===== src/hdl/rv_dec_pkg.sv =====
/*
  Shared widths, RV32I opcode and ALU operation enums,
  sequencer state enum and the decoder port structs
*/
package rv_dec_pkg;

  localparam int XLEN    = 32;
  localparam int REG_AW  = 5;
  localparam int ALU_OPW = 4;

  // RV32I major opcodes
  typedef enum logic [6:0] {
    OPC_LOAD    = 7'b0000011,
    OPC_MISCMEM = 7'b0001111,
    OPC_OPIMM   = 7'b0010011,
    OPC_AUIPC   = 7'b0010111,
    OPC_STORE   = 7'b0100011,
    OPC_OP      = 7'b0110011,
    OPC_LUI     = 7'b0110111,
    OPC_BRANCH  = 7'b1100011,
    OPC_JALR    = 7'b1100111,
    OPC_JAL     = 7'b1101111,
    OPC_SYSTEM  = 7'b1110011
  } opcode_e;

  // Encoding is {instr[30], funct3}
  typedef enum logic [ALU_OPW-1:0] {
    ALU_ADD  = 4'b0000,
    ALU_SUB  = 4'b1000,
    ALU_SLL  = 4'b0001,
    ALU_SLT  = 4'b0010,
    ALU_SLTU = 4'b0011,
    ALU_XOR  = 4'b0100,
    ALU_SRL  = 4'b0101,
    ALU_SRA  = 4'b1101,
    ALU_OR   = 4'b0110,
    ALU_AND  = 4'b0111
  } alu_op_e;

  typedef enum logic [4:0] {
    S_OK, S_STALL,
    S_LSU_CALC_ADDR, S_LSU_STORE,
    S_LD_CALC_ADDR, S_LD_ISSUE, S_LD_WAIT_0, S_LD_WAIT_1, S_LD_WAIT_2,
    S_BR_CALC_COND, S_BR_CALC_ADDR, S_BR_STALL, S_BR_JUMP, S_BR_STALL_2,
    S_JAL, S_JAL_WAIT_1, S_JAL_WAIT_2,
    S_ILLEGAL, S_IDLE
  } seq_state_e;

  typedef struct packed {
    opcode_e     opcode;
    logic [4:0]  rd;
    logic [4:0]  rs1;
    logic [4:0]  rs2;
    logic [2:0]  funct3;
    logic [6:0]  funct7;  // Only bit 5 (instr[30]) matters
  } instr_fields_t;

  typedef struct packed {
    logic [XLEN-1:0] i_imm;
    logic [XLEN-1:0] s_imm;
    logic [XLEN-1:0] b_imm;
    logic [XLEN-1:0] j_imm;
    logic [XLEN-1:0] shamt;
    logic [XLEN-1:0] u_imm;  // Already shifted by 12
  } imm_set_t;

  typedef struct packed {
    alu_op_e           op;
    logic              use_pc;   // Operand A is the PC
    logic              op_a_rf;  // Operand A from RF port A
    logic              op_b_rf;  // Operand B from RF port B
    logic              is_imm;
    logic [REG_AW-1:0] dest;
    logic              wb;
    logic [XLEN-1:0]   imm;
  } alu_ctrl_t;

  typedef struct packed {
    logic [REG_AW-1:0] addr_a;
    logic [REG_AW-1:0] addr_b;
  } rf_read_t;

  typedef struct packed {
    logic              valid;
    logic              is_store;
    logic [2:0]        funct3;  // Access size and sign
    logic [REG_AW-1:0] rd;
  } lsu_ctrl_t;

  typedef struct packed {
    logic            valid;         // JAL jump
    logic [XLEN-1:0] addr;
    logic            use_alu_addr;  // Taken branch, target from ALU
  } jmp_ctrl_t;

endpackage


===== src/hdl/rv_field_decode.sv =====
/*
  Instruction field slicing and immediate extraction
  for the I, S, B, J, U and shift-amount formats
*/
module rv_field_decode (
  input  logic [rv_dec_pkg::XLEN-1:0] instr_i,
  output rv_dec_pkg::instr_fields_t   fields_o,
  output rv_dec_pkg::imm_set_t        imm_o
);

  import rv_dec_pkg::*;

  logic sign;

  assign sign = instr_i[31];  // Sign bit of every immediate format

  //////////////////////////////
  // Fields
  //////////////////////////////
  assign fields_o.opcode = opcode_e'(instr_i[6:0]);
  assign fields_o.rd     = instr_i[11:7];
  assign fields_o.funct3 = instr_i[14:12];
  assign fields_o.rs1    = instr_i[19:15];
  assign fields_o.rs2    = instr_i[24:20];
  assign fields_o.funct7 = instr_i[31:25];

  //////////////////////////////
  // Immediates
  //////////////////////////////
  assign imm_o.i_imm = {{(XLEN-12){sign}}, instr_i[31:20]};

  assign imm_o.s_imm = {{(XLEN-12){sign}}, instr_i[31:25], instr_i[11:7]};

  // Branch offset, bit 0 always zero
  assign imm_o.b_imm = {{(XLEN-13){sign}}, sign, instr_i[7],
                        instr_i[30:25], instr_i[11:8], 1'b0};

  // Jump offset, 21 bits before extension
  assign imm_o.j_imm = {{(XLEN-21){sign}}, sign, instr_i[19:12],
                        instr_i[20], instr_i[30:21], 1'b0};

  // ALU takes only the low five bits for shifts
  assign imm_o.shamt = {{(XLEN-5){instr_i[24]}}, instr_i[24:20]};

  assign imm_o.u_imm = {instr_i[31:12], 12'b0};

endmodule


===== src/hdl/rv_hazard_unit.sv =====
/*
  Previous destination tracking and read-after-write detection
*/
module rv_hazard_unit (
  input  logic                      clk_i,
  input  logic                      rstn_i,
  input  rv_dec_pkg::instr_fields_t fields_i,
  output logic                      hazard_o
);

  import rv_dec_pkg::*;

  logic [REG_AW-1:0] prev_dest;
  logic              uses_rs1;
  logic              uses_rs2;

  // Branches and stores have no destination
  always_ff @(posedge clk_i) begin
    if (!rstn_i) begin
      prev_dest <= '0;
    end else if (fields_i.opcode inside {OPC_BRANCH, OPC_STORE}) begin
      prev_dest <= '0;
    end else begin
      prev_dest <= fields_i.rd;
    end
  end

  // Source registers actually read per opcode
  always_comb begin
    uses_rs1 = 1'b0;
    uses_rs2 = 1'b0;
    case (fields_i.opcode)
      OPC_LOAD, OPC_OPIMM: uses_rs1 = 1'b1;
      OPC_OP, OPC_STORE, OPC_BRANCH: begin
        uses_rs1 = 1'b1;
        uses_rs2 = 1'b1;
      end
      default: ;
    endcase
  end

  assign hazard_o = (uses_rs1 && fields_i.rs1 == prev_dest && fields_i.rs1 != '0) ||
                    (uses_rs2 && fields_i.rs2 == prev_dest && fields_i.rs2 != '0);

  // Nothing to wait for right after a branch or store
  a_no_hazard_after_br_st : assert property (@(posedge clk_i) disable iff (!rstn_i)
    (fields_i.opcode inside {OPC_BRANCH, OPC_STORE}) |=> !hazard_o);

endmodule


===== src/hdl/rv_seq_ctrl.sv =====
/*
  Per-opcode sequencing FSM with stall gating, branch resolution,
  JAL target adder and the registered decoder outputs
*/
module rv_seq_ctrl (
  input  logic                        clk_i,
  input  logic                        rstn_i,
  input  logic                        instr_valid_i,
  input  logic [rv_dec_pkg::XLEN-1:0] pc_i,
  input  rv_dec_pkg::instr_fields_t   fields_i,
  input  rv_dec_pkg::imm_set_t        imm_i,
  input  logic                        hazard_i,
  input  logic [rv_dec_pkg::XLEN-1:0] alu_res_i,
  input  logic                        alu_ops_eq_i,
  output logic                        ready_o,
  output logic                        illegal_o,
  output rv_dec_pkg::alu_ctrl_t       alu_o,
  output rv_dec_pkg::rf_read_t        rf_o,
  output rv_dec_pkg::lsu_ctrl_t       lsu_o,
  output rv_dec_pkg::jmp_ctrl_t       jmp_o
);

  import rv_dec_pkg::*;

  seq_state_e      prev_state;
  seq_state_e      curr_state;
  logic            seq_busy;    // Previous state is mid-sequence for this opcode
  logic            take_stall;
  logic            br_taken;
  logic [XLEN-1:0] jal_target;

  logic            ready_d;
  logic            illegal_d;
  alu_ctrl_t       alu_d;
  rf_read_t        rf_d;
  lsu_ctrl_t       lsu_d;
  jmp_ctrl_t       jmp_d;

  //////////////////////////////
  // Stall gating
  //////////////////////////////
  always_comb begin
    case (fields_i.opcode)
      OPC_LOAD:   seq_busy = prev_state inside {S_LD_CALC_ADDR, S_LD_ISSUE,
                                                S_LD_WAIT_0, S_LD_WAIT_1};
      OPC_STORE:  seq_busy = (prev_state == S_LSU_CALC_ADDR);
      OPC_BRANCH: seq_busy = prev_state inside {S_BR_CALC_COND, S_BR_CALC_ADDR,
                                                S_BR_STALL, S_BR_JUMP};
      OPC_JAL:    seq_busy = prev_state inside {S_JAL, S_JAL_WAIT_1};
      default:    seq_busy = 1'b0;
    endcase
  end

  assign take_stall = hazard_i && (prev_state != S_STALL) && !seq_busy;

  //////////////////////////////
  // Branch condition and JAL adder
  //////////////////////////////
  always_comb begin
    case (fields_i.funct3)
      3'b000:         br_taken = alu_ops_eq_i;   // BEQ
      3'b001:         br_taken = !alu_ops_eq_i;  // BNE
      3'b101, 3'b111: br_taken = (alu_res_i == XLEN'(1)) || alu_ops_eq_i;
      default:        br_taken = (alu_res_i == XLEN'(1));
    endcase
  end

  assign jal_target = pc_i + imm_i.j_imm;

  //////////////////////////////
  // Next state and output words
  //////////////////////////////
  always_comb begin
    curr_state = S_IDLE;
    ready_d    = 1'b0;
    illegal_d  = 1'b0;
    alu_d      = '0;
    rf_d       = '0;
    lsu_d      = '0;
    jmp_d      = '0;

    if (!instr_valid_i) begin
      curr_state = S_IDLE;  // Bubble
      ready_d    = 1'b1;
    end else if (take_stall) begin
      curr_state = S_STALL;
    end else begin
      case (fields_i.opcode)
        OPC_OP: begin
          curr_state    = S_OK;
          ready_d       = 1'b1;
          alu_d.op      = alu_op_e'({fields_i.funct7[5], fields_i.funct3});
          alu_d.op_a_rf = 1'b1;
          alu_d.op_b_rf = 1'b1;
          alu_d.dest    = fields_i.rd;
          alu_d.wb      = 1'b1;
          rf_d.addr_a   = fields_i.rs1;
          rf_d.addr_b   = fields_i.rs2;
        end

        OPC_OPIMM: begin
          curr_state    = S_OK;
          ready_d       = 1'b1;
          alu_d.op_a_rf = 1'b1;
          alu_d.is_imm  = 1'b1;
          alu_d.dest    = fields_i.rd;
          alu_d.wb      = 1'b1;
          rf_d.addr_a   = fields_i.rs1;
          if (fields_i.funct3 inside {3'b001, 3'b101}) begin  // Shifts
            alu_d.op  = alu_op_e'({fields_i.funct7[5], fields_i.funct3});
            alu_d.imm = imm_i.shamt;
          end else begin
            alu_d.op  = alu_op_e'({1'b0, fields_i.funct3});
            alu_d.imm = imm_i.i_imm;
          end
        end

        OPC_LUI, OPC_AUIPC: begin  // x0 + imm or pc + imm
          curr_state    = S_OK;
          ready_d       = 1'b1;
          alu_d.op      = ALU_ADD;
          alu_d.use_pc  = (fields_i.opcode == OPC_AUIPC);
          alu_d.op_a_rf = (fields_i.opcode == OPC_LUI);
          alu_d.is_imm  = 1'b1;
          alu_d.dest    = fields_i.rd;
          alu_d.wb      = 1'b1;
          alu_d.imm     = imm_i.u_imm;
        end

        OPC_MISCMEM: begin
          curr_state = S_OK;  // FENCE is a no-op here
          ready_d    = 1'b1;
        end

        OPC_STORE: begin
          rf_d.addr_a = fields_i.rs1;
          rf_d.addr_b = fields_i.rs2;
          if (prev_state == S_LSU_CALC_ADDR) begin
            curr_state     = S_LSU_STORE;
            ready_d        = 1'b1;
            alu_d.op_b_rf  = 1'b1;  // Store data
            lsu_d.valid    = 1'b1;
            lsu_d.is_store = 1'b1;
            lsu_d.funct3   = fields_i.funct3;
          end else begin
            curr_state    = S_LSU_CALC_ADDR;
            alu_d.op      = ALU_ADD;
            alu_d.op_a_rf = 1'b1;
            alu_d.is_imm  = 1'b1;
            alu_d.imm     = imm_i.s_imm;
          end
        end

        OPC_LOAD: begin
          case (prev_state)
            S_LD_CALC_ADDR: begin
              curr_state   = S_LD_ISSUE;
              lsu_d.valid  = 1'b1;
              lsu_d.funct3 = fields_i.funct3;
              lsu_d.rd     = fields_i.rd;
            end
            S_LD_ISSUE:  curr_state = S_LD_WAIT_0;
            S_LD_WAIT_0: curr_state = S_LD_WAIT_1;
            S_LD_WAIT_1: begin
              curr_state = S_LD_WAIT_2;
              ready_d    = 1'b1;
            end
            default: begin
              curr_state    = S_LD_CALC_ADDR;
              alu_d.op      = ALU_ADD;
              alu_d.op_a_rf = 1'b1;
              alu_d.is_imm  = 1'b1;
              alu_d.imm     = imm_i.i_imm;
              rf_d.addr_a   = fields_i.rs1;
            end
          endcase
        end

        OPC_BRANCH: begin
          case (prev_state)
            S_BR_CALC_COND: begin  // Target address pc + offset
              curr_state   = S_BR_CALC_ADDR;
              alu_d.op     = ALU_ADD;
              alu_d.use_pc = 1'b1;
              alu_d.is_imm = 1'b1;
              alu_d.imm    = imm_i.b_imm;
              rf_d.addr_a  = fields_i.rs1;
              rf_d.addr_b  = fields_i.rs2;
            end
            S_BR_CALC_ADDR: begin
              // Compare result is on the ALU feedback now
              curr_state = br_taken ? S_BR_STALL : S_BR_STALL_2;
              ready_d    = !br_taken;
            end
            S_BR_STALL: begin
              curr_state         = S_BR_JUMP;
              jmp_d.use_alu_addr = 1'b1;
            end
            S_BR_JUMP: begin
              curr_state = S_BR_STALL_2;
              ready_d    = 1'b1;
            end
            default: begin
              curr_state    = S_BR_CALC_COND;
              alu_d.op      = fields_i.funct3[1] ? ALU_SLTU : ALU_SLT;
              alu_d.op_a_rf = 1'b1;
              alu_d.op_b_rf = 1'b1;
              // BGE and BGEU compare with swapped operands
              rf_d.addr_a   = fields_i.funct3[0] ? fields_i.rs2 : fields_i.rs1;
              rf_d.addr_b   = fields_i.funct3[0] ? fields_i.rs1 : fields_i.rs2;
            end
          endcase
        end

        OPC_JAL: begin
          alu_d.op     = ALU_ADD;  // rd = pc + 4
          alu_d.use_pc = 1'b1;
          alu_d.is_imm = 1'b1;
          alu_d.imm    = XLEN'(4);
          alu_d.dest   = fields_i.rd;
          alu_d.wb     = 1'b1;
          case (prev_state)
            S_JAL:        curr_state = S_JAL_WAIT_1;
            S_JAL_WAIT_1: begin
              curr_state = S_JAL_WAIT_2;
              ready_d    = 1'b1;
            end
            default: begin
              curr_state = S_JAL;
              jmp_d.valid = 1'b1;
              jmp_d.addr  = jal_target;
            end
          endcase
        end

        default: begin  // JALR, SYSTEM and unknown opcodes
          curr_state = S_ILLEGAL;
          ready_d    = 1'b1;
          illegal_d  = 1'b1;
        end
      endcase
    end
  end

  //////////////////////////////
  // Output registers
  //////////////////////////////
  always_ff @(posedge clk_i) begin
    prev_state <= curr_state;
    ready_o    <= ready_d;
    illegal_o  <= illegal_d;
    alu_o      <= alu_d;
    rf_o       <= rf_d;
    lsu_o      <= lsu_d;
    jmp_o      <= jmp_d;
    if (!rstn_i) begin
      prev_state         <= S_IDLE;
      ready_o            <= 1'b1;
      illegal_o          <= 1'b0;
      alu_o.wb           <= 1'b0;
      lsu_o.valid        <= 1'b0;
      jmp_o.valid        <= 1'b0;
      jmp_o.use_alu_addr <= 1'b0;
    end
  end

  // One LSU request per load or store
  a_lsu_single_pulse : assert property (@(posedge clk_i) disable iff (!rstn_i)
    lsu_o.valid |=> !lsu_o.valid);

  // Fetch must hold the instruction until the sequence ends
  a_not_ready_mid_seq : assert property (@(posedge clk_i) disable iff (!rstn_i)
    (prev_state inside {S_STALL, S_LSU_CALC_ADDR, S_LD_CALC_ADDR, S_LD_ISSUE,
                        S_LD_WAIT_0, S_LD_WAIT_1, S_BR_CALC_COND, S_BR_CALC_ADDR,
                        S_BR_STALL, S_BR_JUMP, S_JAL, S_JAL_WAIT_1}) |-> !ready_o);

endmodule


===== src/hdl/rv_decoder.sv =====
/*
  RV32I multi-cycle decoder top level
*/
module rv_decoder (
  input  logic                        clk_i,
  input  logic                        rstn_i,
  // Fetch unit
  input  logic [rv_dec_pkg::XLEN-1:0] instr_i,
  input  logic [rv_dec_pkg::XLEN-1:0] pc_i,
  input  logic                        instr_valid_i,
  output logic                        ready_o,
  output logic                        illegal_o,
  // ALU feedback for branches
  input  logic [rv_dec_pkg::XLEN-1:0] alu_res_i,
  input  logic                        alu_ops_eq_i,
  // Control outputs
  output rv_dec_pkg::alu_ctrl_t       alu_o,
  output rv_dec_pkg::rf_read_t        rf_o,
  output rv_dec_pkg::lsu_ctrl_t       lsu_o,
  output rv_dec_pkg::jmp_ctrl_t       jmp_o
);

  import rv_dec_pkg::*;

  instr_fields_t fields;
  imm_set_t      imm;
  logic          hazard;

  rv_field_decode u_field_decode (
    .instr_i  (instr_i),
    .fields_o (fields),
    .imm_o    (imm)
  );

  rv_hazard_unit u_hazard_unit (
    .clk_i    (clk_i),
    .rstn_i   (rstn_i),
    .fields_i (fields),
    .hazard_o (hazard)
  );

  rv_seq_ctrl u_seq_ctrl (
    .clk_i         (clk_i),
    .rstn_i        (rstn_i),
    .instr_valid_i (instr_valid_i),
    .pc_i          (pc_i),
    .fields_i      (fields),
    .imm_i         (imm),
    .hazard_i      (hazard),
    .alu_res_i     (alu_res_i),
    .alu_ops_eq_i  (alu_ops_eq_i),
    .ready_o       (ready_o),
    .illegal_o     (illegal_o),
    .alu_o         (alu_o),
    .rf_o          (rf_o),
    .lsu_o         (lsu_o),
    .jmp_o         (jmp_o)
  );

endmodule


===== config.mk =====
export PLATFORM = sky130hd
export DESIGN_NAME = rv_decoder
export DESIGN_NICKNAME = d
export VERILOG_FILES = /design/src/hdl/rv_dec_pkg.sv /design/src/hdl/rv_field_decode.sv /design/src/hdl/rv_hazard_unit.sv /design/src/hdl/rv_seq_ctrl.sv /design/src/hdl/rv_decoder.sv
export SDC_FILE = /design/constraint.sdc
export NUM_CORES = 1
export LEC_CHECK = 0
export BUFFER_PORTS_ARGS = -buffer_cell sky130_fd_sc_hd__buf_2
export CAP_MARGIN = 20
export CORE_UTILIZATION = 45
export DETAILED_ROUTE_END_ITERATION = 10
export GPL_ROUTABILITY_DRIVEN = 1
export PLACE_DENSITY = 0.8
export SYNTH_ARGS = -nofsm -noshare
export SYNTH_HDL_FRONTEND = slang
export SYNTH_SLANG_ARGS = --single-unit

===== constraint.sdc =====
create_clock -name clk_i -period 2.9 [get_ports clk_i]
set_clock_uncertainty 0.05 [all_clocks]
set_input_delay 0.58 -clock clk_i [delete_from_list [all_inputs] [get_ports clk_i]]
set_output_delay 0.58 -clock clk_i [all_outputs]
set_load 0.02 [all_outputs]

==> run_results.csv <==
group,metric,value,unit
setup_path,crit_family,"compound AO/OA/AOI/OAI gates",
placed_design,dp_hpwl,13900,um
timing,setup_violations,0,
finish,final_common_cell,"buf_2",
route,antenna_left,0,
global_routing,antenna_found_initial,1,
finish,area_delta_synth_final,35.0,%
setup_path,worst_ep_required_time,3.10,ns
setup_path,criticalPathCategory,"in -> reg",
timing,hold_violations,0,
setup_path,crit_buf_inv,2,
yosys,synth_nets,808,
global_routing,grt_pass1_wl,27400,um
yosys,ys_top_cells_by_area,"dfxtp_1 (40%), ha_1 (6.7%), a21oi_1 (6.4%)",
route,vias,5971,
yosys,ys_seq_area_frac,0.401,
placed_design,place_inst,1090,
finish,final_cells,1106,
yosys,synthCells,677,
timing,relSlewSlack,0.541,
floorplan,die_h,113,um
global_routing,grt_pass1_vias,5448,
route,vias_per_cell,5.40,
floorplan,start_util,0.464,
power_and_ir_drop,peakVddDrop,0.000232,V
clock_tree,hold_buffers,0,
setup_path,critical_path.max_fanout,3,
yosys,avgSynthCellArea,8.26,um^2
floorplan,rows,40,
yosys,async_reset_ff_frac,0,
yosys,syn_area,5590,um^2
clock_tree,insertion_delay,0.35,ns
placed_design,post_dp_cell_area,7260,um^2
yosys,synth_top_cell_by_area,"dfxtp_1",
clock_tree,post_cts_buffers,0,
setup_path,crit_top_cell,"a31oi_1",
yosys,ys_warn_count,0,
job,maxCapViolCount,0,
setup_path,critical-path-max-stage-delay,0.31,ns
finish,final_cell_area,7550,um^2
worst_hold_path,hold_path_class,"in -> reg",
finish,layout_common_cells,"buf_2 (201), dfxtp_1 (112), nor2_1 (75), a21oi_1 (72), nand2_1 (70)",
setup_path,worstPathCellList,"buf_2 -> ha_1 -> inv_1 -> fa_1 -> nor2b_1 -> o31a_1 -> o21a_1 -> or2_2 -> a31oi_1 -> o21ai_0 -> a31oi_1 -> xor2_1 -> nor2_1",
setup_path,slowest_stage,"or2_2",
yosys,synth_edf_count,0,
global_routing,gr-usage-all-layers,0.275,
clock_tree,cts_tree,"built",
finish,nFillCells,1093,
global_routing,gr-total-overflow,0,
yosys,synthDistinctLibCells,59,
setup_path,start_kind,"primary input",
finish,final_layout_size_suffix_gt1_frac,0.321,
timing,timing.final.crit_share,0.914,
finish,fin_nets,1064,
timing,tightest_slew,0.689,ns
setup_path,cp.arrival,2.85,ns
timing,fmax,377,MHz
clock_tree,h-tree-depth,3,
route,wl_per_cell,15.9,um
timing,fin_crit,2.65,ns
route,finalWirelength,17600,um
global_routing,grt_max_degree,33,
yosys,ys_ff_latch,112,
power_and_ir_drop,p_leak,3.56,nW
placed_design,port_buffers,201,
floorplan,coreArea,12100,um^2
setup_path,endpoint_kind,"register",
clock_tree,clk_path_buf_depth,2,
timing,final_max_slew_viol_count,0,
floorplan,die_width,113,um
clock_tree,cts.sinks,112,
clock_tree,cts-root-buf,"clkbuf_16",
route,first_iter_violations,522,
floorplan,die_area,12900,um^2
placed_design,gp_congestion,0.959,
floorplan,pin_count,202,
route,drt_pass1_iterations,5,
yosys,synth.top_cell.area_share,0.401,
yosys,synth-main-ff-cell,"dfxtp_1",
clock_tree,postCtsResizedCells,0,
timing,rsz0062_at_grt,"false",
clock_tree,numCtsBuffers,9,
route,drcViolationCount,0,
status,status,"completed",
timing,holdWs,0.385,ns
power_and_ir_drop,powerDensity,453,nW/um^2
clock_tree,clk_pin_slew,0.08,ns
## state kept, by name (all words and copies together) (netlist names)
signal                   count
u_seq_ctrl.alu_o            46
u_seq_ctrl.jmp_o            34
u_seq_ctrl.lsu_o            10
u_seq_ctrl.rf_o             10
u_hazard_unit.prev_dest      5
u_seq_ctrl.prev_state        5
u_seq_ctrl.illegal_o         1
u_seq_ctrl.ready_o           1
## power breakdown
group	switching (mW)	total (mW)	internal (mW)
clock network	0.614	1.22	0.604
logic	0.344	0.643	0.299
registers	0.0123	1.56	1.55
## kinds of logic (layout without fill, tap and decap cells)
family,Yosys count,in the layout,synth area share
AOI/OAI and AO/OA,196,196,0.222
xor gates and xnor gates,33,33,0.0517
adders and majority gates,31,31,0.0707
buffers and inverters,52,312,0.0391
DFF,112,112,0.401
other,0,1,0
and+or+nand+nor,253,253,0.216
## worst paths after layout
path                                             from  slack (ns)                              end  depth (start not counted)
hold reg to reg   u_seq_ctrl.prev_state[1]$_SDFF_PN1_        0.65   u_seq_ctrl.jmp_o[0]$_SDFF_PP0_                          2
hold / removal                                pc_i[0]        0.38   u_seq_ctrl.jmp_o[1]$_SDFF_PP0_                          3
setup reg to reg  u_seq_ctrl.prev_state[0]$_SDFF_PN0_        0.36    u_seq_ctrl.rf_o[8]$_SDFF_PP0_                         10
setup / recovery                          instr_i[21]        0.25  u_seq_ctrl.jmp_o[20]$_SDFF_PP0_                         13
## tightest hold or removal path, stage by stage
cell and delay [ns]:
buf_2 0.09, inv_1 0.04, nor2_1 0.03
## metal layers
layer | track usage | vias up | wire length (um) | share of wire
met5 | 0 | - | 0 | 0
met4 | 0.115 | 0 | 426 | 0.024
met3 | 0.0452 | 25 | 1270 | 0.072
met2 | 0.436 | 278 | 7930 | 0.45
met1 | 0.370 | 2734 | 7950 | 0.45
li1 | - | 2934 | - | -
## cell type report
type | instances | area (um^2) | area share
tap | 168 | 210 | 0.0278
inverter | 24 | 90.1 | 0.0119
clock buffer | 9 | 225 | 0.0298
clock inverter | 6 | 62.6 | 0.00828
multi-input combinational | 513 | 3140 | 0.415
timing repair buffer | 273 | 1580 | 0.210
sequential | 112 | 2240 | 0.297
antenna | 1 | 2.50 | 0.000331
## synth_stat cells, drive strengths merged (7+ instances only)
library cell and instances:
nor4 14, xor2 11, ha 30, nand4 9, a211oi 7, and3 7, nor3 26, a21o 15
dfxtp 112, nor2b 8, clkbuf 15, nand2b 7, nor2 76, nand2 71, buf 13, o21a 11
o21ai 34, and2 8, inv 24, nand3 16, a31oi 10, xnor2 22, a21oi 72, a22oi 9
## through the flow
step	setup WS [ns]	TNS (ns)	util	power, mW
after floorplan	0.114	0	-	1.96
after detailed placement	-0.0782	-0.188	0.602	2.22
after global routing	0.0362	0	0.626	3.56
after global placement	-0.0232	-0.0409	0.602	2.22
final	0.248	0	0.626	3.42
after CTS	0.258	0	0.626	3.43
(Power assumes the default switching activity.)
